$ cat src/logic/ddr_test_pkg.sv
package ddr_test_pkg;

  localparam int BURST_ADDR_STEP = 8;  // app address units per burst
  localparam int LANES           = 4;  // memory devices sharing the data bus

  typedef logic [28:0] app_addr_t;
  typedef logic [15:0] pat_word_t;     // replicated over the whole bus
  typedef logic [31:0] run_cnt_t;      // cycle and run counters

  typedef enum logic [2:0] {
    cmd_wr = 3'd0,
    cmd_rd = 3'd1
  } cmd_e;

  typedef enum logic [1:0] {
    full_incr  = 2'd0,
    full_fixed = 2'd1,
    part_incr  = 2'd2,
    part_fixed = 2'd3
  } test_mode_e;

  typedef enum logic [1:0] {
    not_started = 2'd0,
    testing     = 2'd1,
    passed      = 2'd2,
    failed      = 2'd3
  } test_status_e;

  typedef enum logic [2:0] {
    st_idle, st_start, st_write, st_write_end, st_read, st_read_end, st_finish
  } test_state_e;

  typedef struct packed {
    test_mode_e mode;
    pat_word_t  fixed_data;
    app_addr_t  start_addr;  // burst aligned
    app_addr_t  end_addr;
  } test_cfg_t;

  typedef struct packed {
    app_addr_t base_addr;    // zero in full modes
    app_addr_t end_addr;
    logic      incr;         // incrementing pattern
    pat_word_t fixed_word;
  } run_cfg_t;

endpackage

$ cat src/logic/ddr_test_seq.sv
module ddr_test_seq #(
  parameter int PASSES_FULL = 3
) (
  input  logic                       W_uclk,
  input  logic                       W_urst,
  input  logic                       test_en,
  input  ddr_test_pkg::test_cfg_t    test_cfg,
  input  logic                       init_done,
  input  logic                       wr_done,
  input  logic                       rd_done,
  input  ddr_test_pkg::app_addr_t    rd_addr,
  input  logic                       fail,
  output ddr_test_pkg::test_state_e  state,
  output ddr_test_pkg::run_cfg_t     run,
  output ddr_test_pkg::test_status_e test_status,
  output ddr_test_pkg::run_cnt_t     test_time,
  output ddr_test_pkg::run_cnt_t     test_finish_cnt
);

  localparam int PASS_W = $clog2(PASSES_FULL + 1);

  ddr_test_pkg::test_state_e state_nxt;
  logic                      test_en_d;
  logic                      full_cfg;
  logic                      full_range;  // latched with run
  logic [PASS_W-1:0]         pass_cnt;
  logic                      go;
  logic                      range_done;

  assign full_cfg = (test_cfg.mode == ddr_test_pkg::full_incr) ||
                    (test_cfg.mode == ddr_test_pkg::full_fixed);

  // a failed run only restarts on a fresh enable edge
  assign go = init_done && (fail ? (test_en && !test_en_d) : test_en);

  assign range_done = full_range ? (pass_cnt >= PASS_W'(PASSES_FULL))
                                 : (rd_addr >= run.end_addr);

  always_comb
  begin
    state_nxt = state;
    case (state)
      ddr_test_pkg::st_idle:
        if (go)
          state_nxt = ddr_test_pkg::st_start;
      ddr_test_pkg::st_start:
        state_nxt = ddr_test_pkg::st_write;
      ddr_test_pkg::st_write:
        if (wr_done)
          state_nxt = ddr_test_pkg::st_write_end;
      ddr_test_pkg::st_write_end:
        state_nxt = ddr_test_pkg::st_read;
      ddr_test_pkg::st_read:
        if (fail)
          state_nxt = ddr_test_pkg::st_finish;  // abandon the pass
        else if (rd_done)
          state_nxt = ddr_test_pkg::st_read_end;
      ddr_test_pkg::st_read_end:
        state_nxt = range_done ? ddr_test_pkg::st_finish : ddr_test_pkg::st_write;
      default:
        state_nxt = ddr_test_pkg::st_idle;
    endcase
  end

  always_ff @(posedge W_uclk)
  begin
    if (W_urst)
    begin
      state     <= ddr_test_pkg::st_idle;
      test_en_d <= 1'b0;
    end
    else
    begin
      state     <= state_nxt;
      test_en_d <= test_en;
    end
  end

  // configuration only follows the inputs while idle
  always_ff @(posedge W_uclk)
  begin
    if (state == ddr_test_pkg::st_idle)
    begin
      full_range     <= full_cfg;
      run.base_addr  <= full_cfg ? '0 : test_cfg.start_addr;
      run.end_addr   <= test_cfg.end_addr;
      run.incr       <= (test_cfg.mode == ddr_test_pkg::full_incr) ||
                        (test_cfg.mode == ddr_test_pkg::part_incr);
      run.fixed_word <= test_cfg.fixed_data;
    end
  end

  always_ff @(posedge W_uclk)
  begin
    if (W_urst)
      pass_cnt <= '0;
    else if (state == ddr_test_pkg::st_start)
      pass_cnt <= '0;
    else if (state == ddr_test_pkg::st_write_end)
      pass_cnt <= pass_cnt + 1'b1;  // one per write pass
  end

  always_ff @(posedge W_uclk)
  begin
    if (W_urst)
      test_status <= ddr_test_pkg::not_started;
    else if (state == ddr_test_pkg::st_start)
      test_status <= ddr_test_pkg::testing;
    else if (state == ddr_test_pkg::st_finish)
      test_status <= fail ? ddr_test_pkg::failed : ddr_test_pkg::passed;
  end

  always_ff @(posedge W_uclk)
  begin
    if (W_urst)
      test_time <= '0;
    else if (state == ddr_test_pkg::st_start)
      test_time <= '0;
    else if (test_status == ddr_test_pkg::testing)
      test_time <= test_time + 1'b1;  // cycles of the current run
  end

  always_ff @(posedge W_uclk)
  begin
    if (W_urst)
      test_finish_cnt <= '0;
    else if (!test_en)
      test_finish_cnt <= '0;
    else if (state == ddr_test_pkg::st_finish)
      test_finish_cnt <= test_finish_cnt + 1'b1;
  end

endmodule

$ cat src/logic/ddr_app_issue.sv
module ddr_app_issue #(
  parameter int APP_DATA_W      = 128,
  parameter int BURSTS_PER_PASS = 8
) (
  input  logic                      W_uclk,
  input  logic                      W_urst,
  input  ddr_test_pkg::test_state_e state,
  input  ddr_test_pkg::run_cfg_t    run,
  input  logic                      app_rdy,
  input  logic                      app_wdf_rdy,
  output logic                      app_en,
  output ddr_test_pkg::cmd_e        app_cmd,
  output ddr_test_pkg::app_addr_t   app_addr,
  output logic                      app_wdf_wren,
  output logic                      app_wdf_end,
  output logic [APP_DATA_W-1:0]     app_wdf_data,
  output logic                      wr_done,
  output ddr_test_pkg::app_addr_t   rd_addr
);

  localparam int CNT_W = $clog2(BURSTS_PER_PASS + 1);
  localparam int REPS  = APP_DATA_W / 16;

  logic                    is_wr;
  logic                    in_pass;
  logic                    acc;       // command taken by the controller
  logic                    last_acc;
  logic                    cnt_clr;
  logic [CNT_W-1:0]        cmd_cnt;
  ddr_test_pkg::app_addr_t wr_addr;
  ddr_test_pkg::pat_word_t wr_word;
  ddr_test_pkg::pat_word_t data_word;

  assign is_wr    = (app_cmd == ddr_test_pkg::cmd_wr);
  assign in_pass  = (state == ddr_test_pkg::st_write) || (state == ddr_test_pkg::st_read);
  assign acc      = app_en && app_rdy && (!is_wr || app_wdf_rdy);
  assign last_acc = acc && (cmd_cnt == CNT_W'(BURSTS_PER_PASS - 1));
  assign cnt_clr  = (state == ddr_test_pkg::st_start) ||
                    (state == ddr_test_pkg::st_write_end) ||
                    (state == ddr_test_pkg::st_read_end);

  assign app_wdf_wren = acc && is_wr;
  assign app_wdf_end  = app_wdf_wren;  // single beat bursts
  assign app_addr     = is_wr ? wr_addr : rd_addr;
  assign data_word    = run.incr ? wr_word : run.fixed_word;
  assign app_wdf_data = {REPS{data_word}};

  // request stays up until the last burst of the pass is taken
  always_ff @(posedge W_uclk)
  begin
    if (W_urst)
    begin
      app_en  <= 1'b0;
      app_cmd <= ddr_test_pkg::cmd_wr;
    end
    else
    begin
      app_en <= in_pass && !last_acc && (cmd_cnt < CNT_W'(BURSTS_PER_PASS));
      if (state == ddr_test_pkg::st_write)
        app_cmd <= ddr_test_pkg::cmd_wr;
      else if (state == ddr_test_pkg::st_read)
        app_cmd <= ddr_test_pkg::cmd_rd;
    end
  end

  always_ff @(posedge W_uclk)
  begin
    if (W_urst)
      cmd_cnt <= '0;
    else if (cnt_clr)
      cmd_cnt <= '0;
    else if (acc)
      cmd_cnt <= cmd_cnt + 1'b1;
  end

  always_ff @(posedge W_uclk)
  begin
    if (W_urst)
    begin
      wr_addr <= '0;
      rd_addr <= '0;
      wr_word <= '0;
      wr_done <= 1'b0;
    end
    else if (state == ddr_test_pkg::st_start)
    begin
      wr_addr <= run.base_addr;
      rd_addr <= run.base_addr;
      wr_word <= '0;
      wr_done <= 1'b0;
    end
    else
    begin
      if (app_wdf_wren)
      begin
        wr_addr <= wr_addr + ddr_test_pkg::app_addr_t'(ddr_test_pkg::BURST_ADDR_STEP);
        wr_word <= wr_word + 1'b1;  // word k for burst k
      end
      if (acc && !is_wr)
        rd_addr <= rd_addr + ddr_test_pkg::app_addr_t'(ddr_test_pkg::BURST_ADDR_STEP);
      if (state == ddr_test_pkg::st_write_end)
        wr_done <= 1'b0;
      else if (app_wdf_wren && last_acc)
        wr_done <= 1'b1;
    end
  end

endmodule

$ cat src/logic/ddr_rd_check.sv
module ddr_rd_check #(
  parameter int APP_DATA_W      = 128,
  parameter int BURSTS_PER_PASS = 8
) (
  input  logic                             W_uclk,
  input  logic                             W_urst,
  input  ddr_test_pkg::test_state_e        state,
  input  ddr_test_pkg::run_cfg_t           run,
  input  logic                             app_rd_vld,
  input  logic [APP_DATA_W-1:0]            app_rd_data,
  output logic                             fail,
  output logic                             rd_done,
  output ddr_test_pkg::app_addr_t          fail_addr,
  output logic [APP_DATA_W-1:0]            fail_right_data,
  output logic [APP_DATA_W-1:0]            fail_fact_data,
  output logic [ddr_test_pkg::LANES-1:0]   err_lane_mask
);

  localparam int CNT_W  = $clog2(BURSTS_PER_PASS + 1);
  localparam int REPS   = APP_DATA_W / 16;
  localparam int LANE_W = APP_DATA_W / ddr_test_pkg::LANES;

  logic                    clr;        // start of a run
  logic                    pass_clr;
  logic                    last_beat;
  logic                    mismatch;
  logic [CNT_W-1:0]        beat_cnt;
  logic [2:0]              done_pipe;  // lets the fail registers settle
  ddr_test_pkg::pat_word_t exp_word;
  ddr_test_pkg::app_addr_t vld_addr;
  logic [APP_DATA_W-1:0]   exp_data;

  assign clr       = (state == ddr_test_pkg::st_start);
  assign pass_clr  = clr || (state == ddr_test_pkg::st_read_end);
  assign exp_data  = {REPS{run.incr ? exp_word : run.fixed_word}};
  assign mismatch  = app_rd_vld && (app_rd_data != exp_data);
  assign last_beat = app_rd_vld && (state == ddr_test_pkg::st_read) &&
                     (beat_cnt == CNT_W'(BURSTS_PER_PASS - 1));
  assign rd_done   = done_pipe[2];

  always_ff @(posedge W_uclk)
  begin
    if (W_urst)
    begin
      beat_cnt  <= '0;
      done_pipe <= '0;
    end
    else if (pass_clr)
    begin
      beat_cnt  <= '0;
      done_pipe <= '0;
    end
    else
    begin
      if (app_rd_vld)
        beat_cnt <= beat_cnt + 1'b1;
      done_pipe <= {done_pipe[1:0], done_pipe[0] | last_beat};
    end
  end

  // expected word and address follow the returned beats in order
  always_ff @(posedge W_uclk)
  begin
    if (W_urst)
    begin
      exp_word <= '0;
      vld_addr <= '0;
    end
    else if (clr)
    begin
      exp_word <= '0;
      vld_addr <= run.base_addr;
    end
    else if (app_rd_vld)
    begin
      exp_word <= exp_word + 1'b1;
      vld_addr <= vld_addr + ddr_test_pkg::app_addr_t'(ddr_test_pkg::BURST_ADDR_STEP);
    end
  end

  always_ff @(posedge W_uclk)
  begin
    if (W_urst)
      fail <= 1'b0;
    else if (clr)
      fail <= 1'b0;
    else if (mismatch)
      fail <= 1'b1;  // sticky until the next run
  end

  always_ff @(posedge W_uclk)
  begin
    if (clr)
    begin
      fail_addr       <= '0;
      fail_right_data <= '0;
      fail_fact_data  <= '0;
    end
    else if (mismatch && !fail)
    begin
      fail_addr       <= vld_addr;  // first failure only
      fail_right_data <= exp_data;
      fail_fact_data  <= app_rd_data;
    end
  end

  always_ff @(posedge W_uclk)
  begin
    if (W_urst)
      err_lane_mask <= '0;
    else if (clr)
      err_lane_mask <= '0;
    else if (fail)
      for (int i = 0; i < ddr_test_pkg::LANES; i++)
        err_lane_mask[i] <= (fail_right_data[i*LANE_W +: LANE_W] !=
                             fail_fact_data[i*LANE_W +: LANE_W]);
  end

endmodule

$ cat src/logic/ddr_selftest.sv
module ddr_selftest #(
  parameter int APP_DATA_W      = 128,  // multiple of 16 and of the lane count
  parameter int BURSTS_PER_PASS = 8,
  parameter int PASSES_FULL     = 3
) (
  input  logic                             W_uclk,
  input  logic                             W_urst,
  input  logic                             test_en,
  input  ddr_test_pkg::test_cfg_t          test_cfg,
  input  logic                             init_done,
  output logic                             app_en,
  output ddr_test_pkg::cmd_e               app_cmd,
  output ddr_test_pkg::app_addr_t          app_addr,
  output logic                             app_wdf_wren,
  output logic                             app_wdf_end,
  output logic [APP_DATA_W-1:0]            app_wdf_data,
  input  logic                             app_rdy,
  input  logic                             app_wdf_rdy,
  input  logic                             app_rd_vld,
  input  logic [APP_DATA_W-1:0]            app_rd_data,
  output ddr_test_pkg::test_status_e       test_status,
  output ddr_test_pkg::app_addr_t          fail_addr,
  output logic [APP_DATA_W-1:0]            fail_right_data,
  output logic [APP_DATA_W-1:0]            fail_fact_data,
  output logic [ddr_test_pkg::LANES-1:0]   err_lane_mask,
  output ddr_test_pkg::run_cnt_t           test_time,
  output ddr_test_pkg::run_cnt_t           test_finish_cnt
);

  ddr_test_pkg::test_state_e state;
  ddr_test_pkg::run_cfg_t    run;
  ddr_test_pkg::app_addr_t   rd_addr;   // next read address
  logic                      wr_done;
  logic                      rd_done;
  logic                      fail;

  ddr_test_seq #(.PASSES_FULL(PASSES_FULL)) u_seq (.*);

  ddr_app_issue #(
    .APP_DATA_W     (APP_DATA_W),
    .BURSTS_PER_PASS(BURSTS_PER_PASS)
  ) u_issue (.*);

  ddr_rd_check #(
    .APP_DATA_W     (APP_DATA_W),
    .BURSTS_PER_PASS(BURSTS_PER_PASS)
  ) u_check (.*);

endmodule

$ cat config.mk
export PLATFORM = sky130hd
export DESIGN_NAME = ddr_selftest
export DESIGN_NICKNAME = d
export VERILOG_FILES = /design/src/logic/ddr_test_pkg.sv /design/src/logic/ddr_test_seq.sv /design/src/logic/ddr_app_issue.sv /design/src/logic/ddr_rd_check.sv /design/src/logic/ddr_selftest.sv
export SDC_FILE = /design/constraint.sdc
export NUM_CORES = 1
export LEC_CHECK = 0
export BUFFER_PORTS_ARGS = -buffer_cell sky130_fd_sc_hd__buf_2
export CAP_MARGIN = 20
export CORE_AREA = 2 2 286 288
export DETAILED_ROUTE_END_ITERATION = 6
export DIE_AREA = 0 0 288 290
export HOLD_SLACK_MARGIN = 0.1
export PLACE_DENSITY = 0.5
export RECOVER_POWER = 100
export REMOVE_ABC_BUFFERS = 1
export SYNTH_ARGS = -nofsm -noshare
export SYNTH_HDL_FRONTEND = slang
export SYNTH_SLANG_ARGS = --single-unit
$ cat constraint.sdc
create_clock -name W_uclk -period 7.5 [get_ports W_uclk]
set_input_delay 0.375 -clock W_uclk [delete_from_list [all_inputs] [get_ports W_uclk]]
set_output_delay 0.375 -clock W_uclk [all_outputs]
set_load 0.005 [all_outputs]
==> Yosys cells after proc, flatten, opt, wreduce, memory -nomap -nowiden <==
Cells that the tools add are included.
{ "totals": {"reg_bits": 571, "inputBits": 211, "out_inout_bits": 518} }
{ "op_classes": {"n_addsub": 10, "magnitude_cmp": 3, "n_eq_ne": 19, "mux": 20, "bitwise": 2, "reduce_logical": 39} }
{ "op_table": {"columns": ["cell", "count"], "rows": [
  ["$mux 29", 7],
  ["$ne 128x128->1", 1],
  ["$ne 32x32->1", 4],
  ["$add 29x4->29 const B", 3],
  ["$add 32x1->32 const B", 2],
  ["$add 16x1->16 const B", 2],
  ["$mux 16", 2],
  ["$ge 29x29->1", 1],
  ["$pmux 3 s6", 1],
  ["$mux 3", 5],
  ["$logic_and 1x1->1", 14],
  ["$reduce_or 2->1", 5],
  ["$eq 3x3->1 const B", 3],
  ["$add 4x1->4 const B", 2],
  ["$eq 4x3->1 const B", 2],
  ["$reduce_bool 2->1", 4],
  ["$logic_or 1x1->1", 7],
  ["$eq 3x2->1 const B", 2],
  ["$logic_not 3->1", 2],
  ["$mux 1", 5],
  ["$eq 2x1->1 const B", 2],
  ["$logic_not 1->1", 4],
  ["$lt 4x4->1 const B", 1],
  ["$ne 2x1->1 const B", 2],
  ["10 further kinds", 10]
]} }

==> Logic depth before layout (Yosys ltp) <==
{ "logic_depth": {"depth_word": 8, "depth_mapped": 12, "depth_no_buf": 9} }

==> By module <==
A second synthesis with hierarchy kept.
{ "hier_totals": {"cells_unflattened": 2724, "hier_area_um2": 24269.5} }
{ "modules_own_cells": {"columns": ["mod", "instances", "cells_each", "area_per_inst_um2", "seq_area_each_um2"], "rows": [
  ["ddr_rd_check", 1, 1499, 12483.2, 4604.4],
  ["ddr_test_seq", 1, 595, 6468.7, 3723.6],
  ["ddr_app_issue", 1, 630, 5317.6, 1561.5]
]} }

==> Worst setup path before layout <==
OpenSTA, ideal clock, no wires.
{ "synth_path": {"path_type": "register to register", "from": "register u_seq.state[2]", "to": "register u_seq.state[0]", "setup_time_ns": 0.133, "arrival_ns": 6.333, "t_required_ns": 7.367, "slack_ns": 1.035, "stages_incl_launch_ff": 5, "path_buffers": 1, "path_cell_list": "dfxtp_1 clkbuf_1 nor3_1 and2_1 nor4_1"} }
{ "synth_between": {"elab_chain_len": 3} }
{ "synth_lines": {"columns": ["item", "line", "source"], "rows": [
  ["start, declared", "ddr_test_seq.sv:13", "output ddr_test_pkg::test_state_e state,"],
  ["start signal, assigned", "ddr_test_seq.sv:69", "state <= ddr_test_pkg::st_idle;"],
  ["start signal, assigned", "ddr_test_seq.sv:74", "state <= state_nxt;"],
  ["$eq 3x3->1 (tied with other cells)", "ddr_test_seq.sv:42", "case (state)"],
  ["$ne 3x1->1 (no source line) or $ne 2x1->1 (tied branches)", null, null],
  ["$reduce_and 3->1 (no source line)", null, null]
]} }
Several ways; a longest one is shown, not always the timed one.
A chain may end at the register's enable or synchronous reset.

==> Worst setup path in the final report <==
{ "layout_path": {"from": "register, netlist name u_seq.run[16]", "to": "register u_check.fail_addr[14]"} }
{ "layout_between": {"elab_chain_len": 4} }
{ "layout_lines": {"columns": ["item", "line", "source"], "rows": [
  ["$mux 16", "ddr_rd_check.sv:35", "assign exp_data = {REPS{run.incr ? exp_word : run.fixed_word}};"],
  ["$ne 128x128->1", "ddr_rd_check.sv:36", "assign mismatch = app_rd_vld && (app_rd_data != exp_data);"],
  ["$logic_and 1x1->1", "ddr_rd_check.sv:36", null],
  ["$logic_and 1x1->1", "ddr_rd_check.sv:99", "else if (mismatch && !fail)"],
  ["end signal, assigned", "ddr_rd_check.sv:101", "fail_addr <= vld_addr;"],
  ["end, declared", "ddr_rd_check.sv:13", "output ddr_test_pkg::app_addr_t fail_addr,"]
]} }
Every way passes these cells.

==> flow_summary.html <==
<table>
<tr><th>Metric</th><th>Value</th></tr>
<tr><th colspan="2">Synth</th></tr>
<tr><td>Count of unique library cells instantiated by Yosys</td><td>57</td></tr>
<tr><td>FFs w/ async S/R, synth</td><td>0%</td></tr>
<tr><td>Cell Area, Synth</td><td>23400 um2</td></tr>
<tr><td>Most used DFF post-synth</td><td>sky130_fd_sc_hd__dfxtp_1</td></tr>
<tr><td>Post-synth top area cell</td><td>sky130_fd_sc_hd__dfxtp_1</td></tr>
<tr><td>Average size of a mapped cell</td><td>8.94 um2</td></tr>
<tr><td>Ranking of synthesized cells by area</td><td>sky130_fd_sc_hd__dfxtp_1 32%, sky130_fd_sc_hd__edfxtp_1 9.7%, sky130_fd_sc_hd__mux2i_1 8.6%, sky130_fd_sc_hd__buf_4 7.8%, sky130_fd_sc_hd__nand2_1 6.8%</td></tr>
<tr><td>Instance count of the mapped netlist</td><td>2619</td></tr>
<tr><td>Share of the yosys chip area belonging to registers</td><td>42.2%</td></tr>
<tr><td>Share of the synthesized area in the top cell type</td><td>32.5%</td></tr>
<tr><td>Register bit total from synthesis</td><td>456</td></tr>
<tr><td>Number of synthesized flops with an enable pin</td><td>76</td></tr>
<tr><td>Yosys warning count</td><td>0</td></tr>
<tr><th colspan="2">STA</th></tr>
<tr><td>Hold Vio Cnt, Final</td><td>0</td></tr>
<tr><td>Aggregate negative setup slack</td><td>0 ps</td></tr>
<tr><td>Tcrit/Tclk final</td><td>75.5%</td></tr>
<tr><td>Max-slew headroom at the worst pin</td><td>-111%</td></tr>
<tr><td>Setup repair after global routing missed its margin</td><td>no</td></tr>
<tr><td>Fin. max-slew vios</td><td>287</td></tr>
<tr><td>Highest Clock Rate</td><td>177 MHz</td></tr>
<tr><td>Min Tclk post-route</td><td>5660 ps</td></tr>
<tr><td>Post-route clock skew</td><td>18.1 ps</td></tr>
<tr><td>Setup violation total in the final timing report</td><td>0</td></tr>
<tr><td>Worst Max-Slew Pin Slew</td><td>3170 ps</td></tr>
<tr><th colspan="2">Layout</th></tr>
<tr><td>Number of nets in the layout</td><td>3520</td></tr>
<tr><td>Commonest non-fill, non-tap cells in the layout</td><td>490 x sky130_fd_sc_hd__buf_2, 426 x sky130_fd_sc_hd__nand2_1, 380 x sky130_fd_sc_hd__dfxtp_1, 253 x sky130_fd_sc_hd__clkbuf_1, 203 x sky130_fd_sc_hd__dlygate4sd3_1</td></tr>
<tr><td>Share of layout cells above drive strength 1</td><td>18.7%</td></tr>
<tr><td>Utilization after layout</td><td>37.3%</td></tr>
<tr><td>Most common cell after layout, fill and taps aside</td><td>sky130_fd_sc_hd__buf_2</td></tr>
<tr><td>Post-route standard cell area excluding fillers</td><td>29900 um2</td></tr>
<tr><td>Area growth from synthesis to layout</td><td>27.7%</td></tr>
<tr><th colspan="2">Worst setup path</th></tr>
<tr><td>Worst setup EP type</td><td>flop</td></tr>
<tr><td>Startpoint class of the critical path</td><td>flop</td></tr>
<tr><td>Critical Path Fanout Max</td><td>126</td></tr>
<tr><td>Setup slack on the worst flop-to-flop path</td><td>1840 ps</td></tr>
<tr><td>Launch point of the worst reg-to-reg path</td><td>u_seq.run[16]</td></tr>
<tr><td>Data arrival time of the worst path</td><td>6120 ps</td></tr>
<tr><td>Destination of the worst register-to-register timing path</td><td>u_check.fail_addr[14]</td></tr>
<tr><td>Category of the critical setup timing path</td><td>flop to flop</td></tr>
<tr><td>WP data required</td><td>7960 ps</td></tr>
<tr><td>Length in cells of the worst reg-to-reg path</td><td>10</td></tr>
<tr><th colspan="2">Clocking</th></tr>
<tr><td>TritonCTS clock tree</td><td>yes</td></tr>
<tr><td>Clock latency reported for the late side of the worst-skew pair</td><td>620 ps</td></tr>
<tr><td>Clk Tree Root Cell</td><td>sky130_fd_sc_hd__clkbuf_16</td></tr>
<tr><td>Deepest level of the CTS H-tree</td><td>2</td></tr>
<tr><td>Number of sinks on the clock net</td><td>456</td></tr>
<tr><td>Reg clk slew, reported paths</td><td>60 ps</td></tr>
<tr><td>Number of buffers inserted during clock tree synthesis</td><td>57</td></tr>
<tr><td>Buffer levels on the longest clock path</td><td>3</td></tr>
<tr><th colspan="2">Outcome</th></tr>
<tr><td>Failing checks</td><td>max-capacitance violations, max-slew violations</td></tr>
<tr><td>Run status</td><td>complete, but fails checks</td></tr>
<tr><th colspan="2">Power</th></tr>
<tr><td>Highest ir drop seen on vdd</td><td>0.221 mV</td></tr>
<tr><td>Part of the total power dissipated in sequential elements</td><td>40.3%</td></tr>
<tr><td>Power after layout</td><td>9980 uW</td></tr>
<tr><td>Switching power of the nets</td><td>3750 uW</td></tr>
<tr><td>P per Cell Area</td><td>334 nW/um2</td></tr>
<tr><td>Clk network pwr share</td><td>28.7%</td></tr>
<tr><td>Net switching share of the total power</td><td>37.5%</td></tr>
<tr><td>Logic pwr share</td><td>31.0%</td></tr>
<tr><td>Internal power component</td><td>6240 uW</td></tr>
<tr><td>Static leakage power</td><td>0.0130 uW</td></tr>
<tr><th colspan="2">Global routing</th></tr>
<tr><td>Global-route usage over all layers</td><td>20.1%</td></tr>
<tr><td>Maximum number of pins on one net before global-route repair</td><td>164</td></tr>
<tr><td>Global route overflow</td><td>0</td></tr>
<tr><td>Initial antenna violation count</td><td>6</td></tr>
<tr><td>Via count of the first global-routing pass</td><td>19100</td></tr>
<tr><td>First-pass GRT wire length</td><td>127000 um</td></tr>
<tr><th colspan="2">Detailed routing</th></tr>
<tr><td>Number of remaining DRC errors</td><td>0</td></tr>
<tr><td>Via count</td><td>20500</td></tr>
<tr><td>Detailed-router iteration count before antenna repair</td><td>5</td></tr>
<tr><td>Post-route antenna net violation count</td><td>0</td></tr>
<tr><td>Drt first-iter violations</td><td>1246</td></tr>
<tr><td>Detail-routed net length per standard cell</td><td>20.3 um</td></tr>
<tr><td>Wire length after detailed routing</td><td>88900 um</td></tr>
<tr><td>Via count normalized by instance count</td><td>4.68</td></tr>
<tr><th colspan="2">Placement</th></tr>
<tr><td>Count of buffers from port buffering</td><td>726</td></tr>
<tr><td>Final weighted congestion of routability-driven global placement</td><td>0.867</td></tr>
<tr><td>Post-placement cell area</td><td>26300 um2</td></tr>
<tr><td>Placed wire-length estimate after detailed placement</td><td>67700 um</td></tr>
<tr><th colspan="2">Die</th></tr>
<tr><td>Die Outline Area</td><td>83500 um2</td></tr>
<tr><td>Overall die width</td><td>288 um</td></tr>
<tr><td>Initial Utilization</td><td>29.2%</td></tr>
<tr><td>Row Count</td><td>104</td></tr>
<tr><td>I/O pin count</td><td>729</td></tr>
<tr><td>Die boundary height</td><td>290 um</td></tr>
<tr><td>Area of the placeable core</td><td>80200 um2</td></tr>
<tr><th colspan="2">Min path</th></tr>
<tr><td>Worst Hold Path Cells</td><td>4</td></tr>
<tr><td>Min-Delay Startpoint</td><td>test_en</td></tr>
<tr><td>Hold Crit Class</td><td>input port to flop</td></tr>
<tr><td>Endpoint of the worst hold-timing path</td><td>u_seq.state[0]</td></tr>
<tr><th colspan="2">Flow run</th></tr>
<tr><td>Max-cap violation count</td><td>8</td></tr>
</table>
[power by group through the flow]
stage               sequential, uW  combinational, uW  clock, uW
CTS                           4000               3250       2950
detailed placement            4050               3150          0
floorplan                     3890               1690          0
global route                  4120               3420       3040
global placement              4040               3120          0
finish                        4020               3090       2860
[metrics by stage]
stage               hold WS [ps]  worst slack [ps]  std cells
global route                 215              1520       4376
global placement             408              2840       4068
finish                       197              1840       4377
floorplan                    394             -4930       2264
detailed placement           410              2680       4068
CTS                          168              2720       4376
[cells in the mapped netlist, types with 6 or more instances]
| library cell | instances |
|---|---|
| sky130_fd_sc_hd__a21o_1 | 12 |
| sky130_fd_sc_hd__a2111oi_0 | 7 |
| sky130_fd_sc_hd__o21ai_0 | 26 |
| sky130_fd_sc_hd__or3_1 | 39 |
| sky130_fd_sc_hd__nor3_1 | 85 |
| sky130_fd_sc_hd__or4_1 | 14 |
| sky130_fd_sc_hd__buf_4 | 243 |
| sky130_fd_sc_hd__nand4_1 | 53 |
| sky130_fd_sc_hd__and3_1 | 68 |
| sky130_fd_sc_hd__nand2_1 | 426 |
| sky130_fd_sc_hd__dfxtp_1 | 380 |
| sky130_fd_sc_hd__nand3_1 | 89 |
| sky130_fd_sc_hd__xnor2_1 | 72 |
| sky130_fd_sc_hd__and2_1 | 39 |
| sky130_fd_sc_hd__nor2_1 | 159 |
| sky130_fd_sc_hd__mux2i_1 | 202 |
| sky130_fd_sc_hd__ha_1 | 39 |
| sky130_fd_sc_hd__edfxtp_1 | 76 |
| sky130_fd_sc_hd__o22ai_1 | 21 |
| sky130_fd_sc_hd__and4_1 | 19 |
| sky130_fd_sc_hd__a21oi_1 | 118 |
| sky130_fd_sc_hd__a211oi_1 | 7 |
| sky130_fd_sc_hd__nand2b_1 | 9 |
| sky130_fd_sc_hd__mux2_2 | 41 |
| sky130_fd_sc_hd__nor4_1 | 14 |
| sky130_fd_sc_hd__or2_2 | 12 |
| sky130_fd_sc_hd__clkbuf_1 | 99 |
| sky130_fd_sc_hd__o21bai_1 | 26 |
| sky130_fd_sc_hd__a221oi_1 | 6 |
| sky130_fd_sc_hd__xor2_1 | 103 |
| sky130_fd_sc_hd__inv_1 | 56 |
[logic make-up after synthesis]
family / share of synthesized area (%)
muxes: 11.0
other: 0.0160
AOI/OAI and AO/OA: 6.24
adders and majority gates: 2.08
and+or+nand+nor: 21.2
DFF: 42.2
xor gates and xnor gates: 6.54
buffers and inverters: 10.7
[worst max-delay path by stage]
stage / start / endpoint / slack [ps] / depth (start not counted)
after global routing: u_seq.run[16] / u_check.fail_fact_data[36] / 1520 / 10
final: u_seq.run[16] / u_check.fail_addr[14] / 1840 / 10
after detailed placement: u_seq.run[16] / u_check.fail_addr[15] / 2680 / 10
after global placement: u_seq.run[16] / u_check.fail_addr[15] / 2840 / 10
after CTS: u_seq.run[16] / u_check.fail_fact_data[2] / 2720 / 10
after floorplan: u_seq.state[1] / u_check.exp_word[10] / -4930 / 3
[cell type report]
class                      instances  area (um2)
fill                            8386       50200
timing repair buffer             947        5500
tap                             1060        1330
inverter                          56         210
clock buffer                      88        1740
antenna                            1        2.50
multi-input combinational       1752       11000
sequential                       456        9890
clock inverter                    17         220
[flip-flops by register name, indices dropped and copies added, names as in the netlist, 2 cells and up]
signal                   flops
u_check.beat_cnt             4
u_check.fail_fact_data     128
u_seq.pass_cnt               2
u_issue.rd_addr             28
u_check.done_pipe            3
u_issue.wr_addr             27
u_check.fail_right_data     16
u_check.vld_addr            29
u_check.err_lane_mask        4
u_check.fail_addr           29
u_seq.run                   75
u_seq.state                  3
u_issue.wr_word             16
u_seq.test_time             32
u_issue.cmd_cnt              4
u_seq.test_status            2
u_seq.test_finish_cnt       32
u_check.exp_word            16
[critical path: stages, from the launching register on]
cell                       delay [ps]
sky130_fd_sc_hd__edfxtp_1         820
sky130_fd_sc_hd__buf_4            480
sky130_fd_sc_hd__mux2i_1          620
sky130_fd_sc_hd__nor3b_1          260
sky130_fd_sc_hd__o221ai_1         130
sky130_fd_sc_hd__or4_1            460
sky130_fd_sc_hd__o41ai_1         1440
sky130_fd_sc_hd__nor2_4           -50
sky130_fd_sc_hd__buf_4            380
sky130_fd_sc_hd__buf_12           320
sky130_fd_sc_hd__mux2i_1          270
[layer usage]
layer	GRT usage, %	wire (um)	up-vias	part of all wire (%)
met4	6.14	2800	4	3.1
met1	25.4	38300	9624	43
met2	35.1	42900	614	48
met3	3.10	4930	121	5.5
met5	0	27	-	0.030
li1	-	-	10100	-
[timing repair]
item	in CTS	in global routing
buffers inserted	0	0
hold buffers	203	0
gates resized for setup	0	0
hold endpoints to repair	203	0
Power figures use the tool's default switching activity.
